### config.mk
export PLATFORM = sky130hd
export DESIGN_NAME = frame_parser_top
export DESIGN_NICKNAME = d
export VERILOG_FILES = /design/src/rtl/frame_pkg.sv /design/src/rtl/crc8_calc.sv /design/src/rtl/idle_timer.sv /design/src/rtl/frame_data_buffer.sv /design/src/rtl/frame_fsm.sv /design/src/rtl/frame_parser_top.sv
export SDC_FILE = /design/constraint.sdc
export NUM_CORES = 1
export LEC_CHECK = 0
export BUFFER_PORTS_ARGS = -buffer_cell sky130_fd_sc_hd__clkbuf_2
export CELL_PAD_IN_SITES_DETAIL_PLACEMENT = 0
export CELL_PAD_IN_SITES_GLOBAL_PLACEMENT = 1
export CORE_ASPECT_RATIO = 1.75
export CORE_MARGIN = 2
export CORE_UTILIZATION = 46
export DETAILED_ROUTE_END_ITERATION = 7
export PLACE_DENSITY_LB_ADDON = 0.1
export SLEW_MARGIN = 10
export SYNTH_ARGS = -nofsm -noshare
export SYNTH_HDL_FRONTEND = slang
export SYNTH_SLANG_ARGS = --single-unit
### constraint.sdc
create_clock -name clk -period 2.7 [get_ports clk]
set_clock_uncertainty 0.1 [all_clocks]
set_input_delay 0.54 -clock clk [delete_from_list [all_inputs] [get_ports clk]]
set_output_delay 0.54 -clock clk [all_outputs]
set_load 0.05 [all_outputs]
### src/rtl/frame_pkg.sv
package frame_pkg;

    typedef logic [7:0] byte_t;
    typedef logic [6:0] count_t;       // 0 to 64 inclusive

    localparam byte_t SOF_BYTE       = 8'hA5;
    localparam int    MAX_DATA_BYTES = 64;

    // Result codes reported with frame_valid or frame_error
    typedef enum logic [7:0] {
        ST_OK      = 8'h00,
        ST_CRC_ERR = 8'h01,
        ST_CMD_INV = 8'h02,
        ST_TIMEOUT = 8'h04
    } status_e;

    typedef enum logic [1:0] {
        SZ_BYTE = 2'd0,
        SZ_HALF = 2'd1,
        SZ_WORD = 2'd2,
        SZ_RSVD = 2'd3                 // Rejected as invalid command
    } size_e;

    // Command byte, bit 7 down to bit 0
    typedef struct packed {
        logic       rw;                // 1 = read, no data bytes
        logic       inc;
        size_e      size;
        logic [3:0] len;               // Beats minus one
    } cmd_t;

    typedef struct packed {
        cmd_t        cmd;
        logic [31:0] addr;             // Little-endian on the wire
    } frame_hdr_t;

    // Head of the RX FIFO
    typedef struct packed {
        byte_t data;
        logic  empty;
    } rx_byte_t;

    typedef enum logic [3:0] {
        ST_IDLE,
        ST_CMD,
        ST_ADDR0,
        ST_ADDR1,
        ST_ADDR2,
        ST_ADDR3,
        ST_DATA,
        ST_CRC,
        ST_DONE,
        ST_ERROR
    } parser_state_e;

endpackage

### src/rtl/crc8_calc.sv
`timescale 1ns/1ps

module crc8_calc
    import frame_pkg::*;
(
    input  logic  clk,
    input  logic  rst,
    input  logic  clear,
    input  logic  en,
    input  byte_t data,
    output byte_t crc
);

    localparam byte_t CRC_POLY = 8'h07;

    byte_t crc_q;

    // One byte through the MSB-first shift register, no reflection
    function automatic byte_t crc8_step(input byte_t crc_in, input byte_t data_in);
        byte_t c;
        c = crc_in ^ data_in;
        for (int i = 0; i < 8; i++) begin
            if (c[7]) begin
                c = {c[6:0], 1'b0} ^ CRC_POLY;
            end else begin
                c = {c[6:0], 1'b0};
            end
        end
        return c;
    endfunction

    always_ff @(posedge clk) begin
        if (rst || clear) begin
            crc_q <= '0;                // Initial value 00h
        end else if (en) begin
            crc_q <= crc8_step(crc_q, data);
        end
    end

    assign crc = crc_q;

    // Clear is issued on SOF only, never together with a folded byte
    a_clear_en_exclusive: assert property (@(posedge clk) disable iff (rst)
        !(clear && en));

endmodule

### src/rtl/idle_timer.sv
`timescale 1ns/1ps

module idle_timer
    import frame_pkg::*;
#(
    parameter int CLK_FREQ_HZ        = 125_000_000,
    parameter int BAUD_RATE          = 115_200,
    parameter int TIMEOUT_BYTE_TIMES = 10
) (
    input  logic     clk,
    input  logic     rst,
    input  logic     active,
    input  rx_byte_t rx,
    output logic     timed_out
);

    // Ten bit times per UART character
    localparam int BYTE_TIME_CLOCKS = CLK_FREQ_HZ / (BAUD_RATE / 10);
    localparam int TIMEOUT_CLOCKS   = BYTE_TIME_CLOCKS * TIMEOUT_BYTE_TIMES;
    localparam int CNT_W            = $clog2(TIMEOUT_CLOCKS + 1);

    logic [CNT_W-1:0] idle_cnt;
    logic             cnt_sat;

    assign cnt_sat = (idle_cnt == CNT_W'(TIMEOUT_CLOCKS));

    always_ff @(posedge clk) begin
        if (rst || !active || !rx.empty) begin
            idle_cnt <= '0;             // Any byte restarts the window
        end else if (!cnt_sat) begin
            idle_cnt <= idle_cnt + 1'b1;
        end
    end

    // Held until a byte shows up or the frame ends
    assign timed_out = cnt_sat;

endmodule

### src/rtl/frame_data_buffer.sv
`timescale 1ns/1ps

module frame_data_buffer
    import frame_pkg::*;
(
    input  logic   clk,
    input  logic   wr_en,
    input  count_t wr_idx,
    input  byte_t  wr_byte,
    input  count_t rd_idx,
    output byte_t  rd_byte
);

    localparam int IDX_W = $clog2(MAX_DATA_BYTES);

    byte_t mem [MAX_DATA_BYTES];

    always_ff @(posedge clk) begin
        if (wr_en) begin
            mem[wr_idx[IDX_W-1:0]] <= wr_byte;
        end
    end

    // Same-cycle read, zero beyond the buffer depth
    always_comb begin
        if (rd_idx < count_t'(MAX_DATA_BYTES)) begin
            rd_byte = mem[rd_idx[IDX_W-1:0]];
        end else begin
            rd_byte = '0;
        end
    end

    // Expected count from the command never exceeds the depth
    a_wr_idx_range: assert property (@(posedge clk)
        wr_en |-> (wr_idx < count_t'(MAX_DATA_BYTES)));

endmodule

### src/rtl/frame_fsm.sv
`timescale 1ns/1ps

module frame_fsm
    import frame_pkg::*;
(
    input  logic       clk,
    input  logic       rst,

    input  rx_byte_t   rx,
    output logic       rx_rd_en,

    output logic       crc_clear,
    output logic       crc_en,
    input  byte_t      crc_value,

    output logic       timer_active,
    input  logic       timed_out,

    output logic       buf_wr_en,
    output count_t     buf_wr_idx,

    output frame_hdr_t frame_hdr,
    output count_t     data_count,
    output status_e    status,
    output logic       frame_valid,
    output logic       frame_error,
    input  logic       frame_consumed
);

    parser_state_e state, state_next;

    frame_hdr_t hdr_q;
    count_t     exp_count;              // Data bytes announced by the command
    count_t     data_cnt;
    count_t     data_cnt_inc;
    status_e    status_q;
    logic       byte_avail;

    // Reads carry no data; size 3 also carries none and is flagged later
    function automatic count_t data_bytes_for(input cmd_t c);
        count_t beats;
        beats = count_t'(c.len) + count_t'(1);
        if (c.rw) begin
            return '0;
        end
        case (c.size)
            SZ_BYTE: return beats;
            SZ_HALF: return beats << 1;
            SZ_WORD: return beats << 2;
            default: return '0;
        endcase
    endfunction

    assign byte_avail   = !rx.empty;
    assign data_cnt_inc = data_cnt + count_t'(1);

    always_comb begin
        state_next   = state;
        rx_rd_en     = 1'b0;
        crc_clear    = 1'b0;
        crc_en       = 1'b0;
        timer_active = 1'b0;
        buf_wr_en    = 1'b0;

        unique case (state)
            ST_IDLE: begin
                if (byte_avail) begin
                    rx_rd_en = 1'b1;     // Non-SOF bytes are dropped here
                    if (rx.data == SOF_BYTE) begin
                        crc_clear  = 1'b1;
                        state_next = ST_CMD;
                    end
                end
            end
            ST_CMD, ST_ADDR0, ST_ADDR1, ST_ADDR2, ST_ADDR3, ST_DATA: begin
                timer_active = 1'b1;
                if (byte_avail) begin
                    rx_rd_en = 1'b1;
                    crc_en   = 1'b1;
                    if (state == ST_ADDR3) begin
                        state_next = (exp_count == '0) ? ST_CRC : ST_DATA;
                    end else if (state == ST_DATA) begin
                        buf_wr_en = 1'b1;
                        if (data_cnt_inc == exp_count) begin
                            state_next = ST_CRC;
                        end
                    end else begin
                        state_next = parser_state_e'(state + 1'b1); // Next header field
                    end
                end else if (timed_out) begin
                    state_next = ST_ERROR;
                end
            end
            ST_CRC: begin
                timer_active = 1'b1;
                if (byte_avail) begin
                    rx_rd_en   = 1'b1;
                    state_next = ST_DONE;
                end else if (timed_out) begin
                    state_next = ST_ERROR;
                end
            end
            ST_DONE, ST_ERROR: begin
                if (frame_consumed) begin
                    state_next = ST_IDLE;   // FIFO stays untouched while held
                end
            end
            default: state_next = ST_IDLE;
        endcase
    end

    always_ff @(posedge clk) begin
        if (rst) begin
            state     <= ST_IDLE;
            status_q  <= ST_OK;
            exp_count <= '0;
            data_cnt  <= '0;
        end else begin
            state <= state_next;
            if (crc_clear) begin
                status_q <= ST_OK;
                data_cnt <= '0;
            end
            if (state == ST_CMD && byte_avail) begin
                exp_count <= data_bytes_for(cmd_t'(rx.data));
            end
            if (buf_wr_en) begin
                data_cnt <= data_cnt_inc;
            end
            if (state_next == ST_ERROR && state != ST_ERROR) begin
                status_q <= ST_TIMEOUT;
            end
            // Result is final on the CRC byte itself
            if (state == ST_CRC && byte_avail) begin
                if (hdr_q.cmd.size == SZ_RSVD) begin
                    status_q <= ST_CMD_INV;
                end else if (rx.data != crc_value) begin
                    status_q <= ST_CRC_ERR;
                end else begin
                    status_q <= ST_OK;
                end
            end
        end
    end

    // Header fields are only meaningful while a result is held
    always_ff @(posedge clk) begin
        if (byte_avail) begin
            case (state)
                ST_CMD:   hdr_q.cmd          <= cmd_t'(rx.data);
                ST_ADDR0: hdr_q.addr[7:0]    <= rx.data;
                ST_ADDR1: hdr_q.addr[15:8]   <= rx.data;
                ST_ADDR2: hdr_q.addr[23:16]  <= rx.data;
                ST_ADDR3: hdr_q.addr[31:24]  <= rx.data;
                default: ;
            endcase
        end
    end

    assign buf_wr_idx  = data_cnt;
    assign frame_hdr   = hdr_q;
    assign data_count  = data_cnt;
    assign status      = status_q;
    assign frame_valid = (state == ST_DONE) && (status_q == ST_OK);
    assign frame_error = ((state == ST_DONE) && (status_q != ST_OK)) || (state == ST_ERROR);

    // A held result does not move until the consumer takes it
    a_result_stable: assert property (@(posedge clk) disable iff (rst)
        (frame_valid || frame_error) && !frame_consumed
        |=> $stable(status) && $stable(data_count) && (frame_valid || frame_error));

    // Data phase ends on the announced count so the buffer index stays in range
    a_data_in_range: assert property (@(posedge clk) disable iff (rst)
        (state == ST_DATA) |-> (data_cnt < exp_count));

endmodule

### src/rtl/frame_parser_top.sv
`timescale 1ns/1ps

module frame_parser_top
    import frame_pkg::*;
#(
    parameter int CLK_FREQ_HZ        = 125_000_000,
    parameter int BAUD_RATE          = 115_200,
    parameter int TIMEOUT_BYTE_TIMES = 10
) (
    input  logic       clk,
    input  logic       rst,

    // RX FIFO head
    input  byte_t      rx_data,
    input  logic       rx_empty,
    output logic       rx_rd_en,

    // Parsed result, held until frame_consumed
    output frame_hdr_t frame_hdr,
    output count_t     data_count,
    output status_e    status,
    output logic       frame_valid,
    output logic       frame_error,
    input  logic       frame_consumed,

    input  count_t     data_rd_idx,
    output byte_t      data_rd_byte
);

    rx_byte_t rx_head;
    logic     crc_clear;
    logic     crc_en;
    byte_t    crc_value;
    logic     timer_active;
    logic     timed_out;
    logic     buf_wr_en;
    count_t   buf_wr_idx;

    assign rx_head = '{data: rx_data, empty: rx_empty};

    frame_fsm u_fsm (
        .clk            (clk),
        .rst            (rst),
        .rx             (rx_head),
        .rx_rd_en       (rx_rd_en),
        .crc_clear      (crc_clear),
        .crc_en         (crc_en),
        .crc_value      (crc_value),
        .timer_active   (timer_active),
        .timed_out      (timed_out),
        .buf_wr_en      (buf_wr_en),
        .buf_wr_idx     (buf_wr_idx),
        .frame_hdr      (frame_hdr),
        .data_count     (data_count),
        .status         (status),
        .frame_valid    (frame_valid),
        .frame_error    (frame_error),
        .frame_consumed (frame_consumed)
    );

    crc8_calc u_crc (
        .clk   (clk),
        .rst   (rst),
        .clear (crc_clear),
        .en    (crc_en),
        .data  (rx_data),                // Same byte the FSM accepts
        .crc   (crc_value)
    );

    idle_timer #(
        .CLK_FREQ_HZ        (CLK_FREQ_HZ),
        .BAUD_RATE          (BAUD_RATE),
        .TIMEOUT_BYTE_TIMES (TIMEOUT_BYTE_TIMES)
    ) u_timer (
        .clk       (clk),
        .rst       (rst),
        .active    (timer_active),
        .rx        (rx_head),
        .timed_out (timed_out)
    );

    frame_data_buffer u_buf (
        .clk     (clk),
        .wr_en   (buf_wr_en),
        .wr_idx  (buf_wr_idx),
        .wr_byte (rx_head.data),
        .rd_idx  (data_rd_idx),
        .rd_byte (data_rd_byte)
    );

endmodule

==> results by group <==
Status
  – Status: complete, but fails checks
  – Failing checks: negative setup slack

Power and ir drop
  – Power share of the clock group: 0.388
  – Int Pwr: 14.4 mW
  – Comb pwr share: 0.061
  – Total power: 18.3 mW
  – Switching part of the total: 0.217
  – Leakage power: 9.48 nW
  – Switching power: 3.98 mW
  – PwrDens: 640 nW/um^2
  – Sequential share of power: 0.551
  – Worst VDD drop: 0.464 mV

Clocking
  – Hold Buf Count CTS: 0
  – CTS Buf Count: 53
  – CTS tree: done
  – Clock Latency Late Sink: 0.59 ns
  – Root buffer cell: clkbuf_16
  – H-tree depth: 2
  – Clk buf depth: 3
  – Worst-path clk slew: 0.07 ns
  – Clk sinks: 598

Yosys
  – Synth cell count leaders: edfxtp_1, mux4_2, nor2_1, mux2i_1, dfxtp_1
  – Synth area leader: edfxtp_1
  – Cell with the most instances after synthesis: edfxtp_1
  – Syn Area/Cell: 18.4 um^2
  – Largest cells by area after synthesis: edfxtp_1, mux4_2, dfxtp_1, mux2i_1, nor2_1
  – Asr flop ratio synth: 0
  – Number of library cell types mapped by synthesis: 68
  – Mapped cell area: 24200 um^2
  – Ys Warns: 0
  – Synth top area share: 0.685
  – Number of enable flip-flop cells after synthesis: 552
  – Top FF cell, synth: edfxtp_1
  – Register area share after synthesis: 0.723
  – Synth Instances: 1316
  – Seq cells post-synth: 598

Placement
  – Final GP Congestion: 0.874
  – Area post-placement: 26800 um^2
  – IO Port Bufs: 79
  – Placed instance count: 2175
  – Dpl hpwl: 41900 um

Setup path
  – WP data required: 2.06 ns
  – Most Frequent Cell on Critical Path: mux4_2
  – Worst reg-to-reg path cell count: 8
  – Stages on the worst setup path: 6
  – Max FO, Critical Path: 1
  – Crit Path Class: register to primary output
  – CP endpoint kind: primary output
  – CP Buf/Inv Count: 1
  – Critical path origin: u_buf.mem[30][3]
  – Reg2reg start: u_fsm.state[2]
  – Crit-path slowest cell: mux4_2
  – Max incr delay on CP: 0.54 ns
  – Reg2reg setup slack: 0.22 ns
  – CP cell instances: mux4_2 -> mux4_2 -> nand2b_4 -> nand3_4 -> o21ai_4 -> buf_8
  – Critical R2R Capture: u_buf.mem[25][0]
  – Worst Setup EP: data_rd_byte[3]
  – Crit path launch type: register
  – Worst EP arrival: 2.55 ns
  – CP delay by family, top: multiplexers

Finish
  – FILL cells: 4196
  – Fin nets: 1585
  – Seq. cell area: 17500 um^2
  – Cell area after layout: 28600 um^2
  – Share of cells above drive strength 1: 0.326
  – Diodes inserted: 0
  – Multi-input logic area: 6540 um^2
  – Final core area utilization: 0.549
  – Fin cells: 2271
  – Area Growth Syn to Fin: 18.4%

GRT
  – First-pass GRT wire length: 88000 um
  – Initial antenna violation count: 0
  – Total global-route track usage: 0.225
  – Number of global-route vias before repair: 13400
  – Largest net degree at the start of global routing: 80
  – Grt ovf: 0

Drt
  – Detail Route Antenna Nets: 0
  – Remaining DRCs: 0
  – DR WL/cell: 26.4 um
  – Pre-antenna DRT Iters: 5
  – Via Count: 12600
  – Post-Route WL: 59900 um
  – Vias per inst: 5.54
  – Iter 0 DRT Violations: 862

Die
  – Die height: 307 um
  – Standard-cell rows: 111
  – Initial core utilization: 0.463
  – Die X-Extent: 177 um
  – Io pins: 85
  – Core ar.: 52200 um^2
  – Total die area: 54500 um^2

Hold path
  – Hold Crit Class: primary input to register

Timing
  – Fin crit period: 3.19 ns
  – Peak Freq: 313 MHz
  – Rel. slew slack: 0.402
  – RSZ-0062 raised after global routing: yes
  – Final Hold Violating Endpoints: 0
  – Final WS setup: -0.491 ns
  – # setup viols final: 8
  – Tcrit/Tclk final: 1.18
  – Worst-margin pin slew: 0.897 ns
  – Fin. max-slew vios: 0
  – Hold Slack: 0.322 ns

Flow run
  – Max-Cap Viols: 0
## per-stage QoR
stage,setup WS [ns],TNS (ns)
after floorplan,-0.0510,-0.395
after global placement,-0.616,-4.54
after detailed placement,-0.601,-4.51
after CTS,-0.538,-3.96
after global routing,-0.523,-3.95
final,-0.491,-3.52
## layer usage
metal | GRT usage | vias to the layer above | routed length, um
met5 | 0 | - | 0
met4 | 0.0890 | 0 | 2480
met3 | 0.0263 | 110 | 2000
met2 | 0.434 | 253 | 34100
met1 | 0.248 | 6504 | 21300
li1 | - | 5716 | -
## worst min path at each step
stage	from	to	cells past startpoint
2_1_floorplan	u_crc.crc[3]	u_crc.crc[3]	2
4_1_cts	rx_empty	u_fsm.state[2]	4
3_5_place_dp	u_crc.crc[5]	u_crc.crc[5]	2
5_1_grt	rx_empty	u_fsm.state[2]	4
3_3_place_gp	u_crc.crc[3]	u_crc.crc[3]	2
6_report	rx_empty	u_fsm.state[2]	4
## area by class of cell
class                      count  area share
inverter                      15     0.00210
sequential                   598       0.611
tap                          678      0.0296
multi-input combinational    634       0.228
clock buffer                  56      0.0467
clock inverter                38     0.00900
timing repair buffer         252      0.0732
## placed cells by master (no fill, tap or decap), types with 12 or more instances in the layout
master,instances
a21oi_1,22
a22oi_1,27
buf_12,21
buf_4,153
clkbuf_16,54
clkbuf_2,57
clkinv_2,14
dfxtp_1,44
edfxtp_1,552
inv_1,12
mux2i_1,49
mux4_2,136
nand2_1,36
nand2b_1,13
nand3_1,22
nor2_1,122
o21ai_0,17
xnor2_1,31
xor2_1,16
## power groups by stage
stage / Sequential (mW) / Combinational, mW / Clock, mW
floorplan: 10.3 / 0.616 / 0
global placement: 10.3 / 1.08 / 0
CTS: 10.1 / 1.13 / 7.31
finish: 10.1 / 1.11 / 7.12
detailed placement: 10.3 / 1.09 / 0
global route: 10.1 / 1.18 / 7.61
## logic make-up after synthesis
kind of cell | count (synthesis) | share of synthesized area
flops | 598 | 0.723
simple gates | 276 | 0.0551
mux | 189 | 0.149
compound gates | 105 | 0.0302
buf+inv | 88 | 0.0196
xor+xnor | 47 | 0.0170
fa+ha+maj | 12 | 0.00620
other cells | 1 | 0.000155
## repair_timing
action | CTS | global route
gates resized for setup | 41 | 20
gates cloned | 0 | 0
pin swaps | 1 | 2
endpoints found under the setup margin | 11 | 11
setup buffers | 0 | 2
## sequential cells by signal, indices dropped and copies added, names as in the netlist
| signal | flops |
|---|---|
| u_fsm.status | 3 |
| u_fsm.state | 4 |
| u_crc.crc | 8 |
| u_fsm.buf_wr_idx | 7 |
| u_buf.mem | 512 |
| u_timer.idle_cnt | 17 |
| u_fsm.frame_hdr | 40 |
| u_fsm.exp_count | 7 |
## tightest hold or removal path: cells and delay by family
family                 cells  cell delay (ns)
buffers and inverters      2             0.27
AND/OR/NAND/NOR            1             0.09
AO/OA/AOI/OAI              1             0.08
No activity file was read; power rests on OpenSTA's default activity.
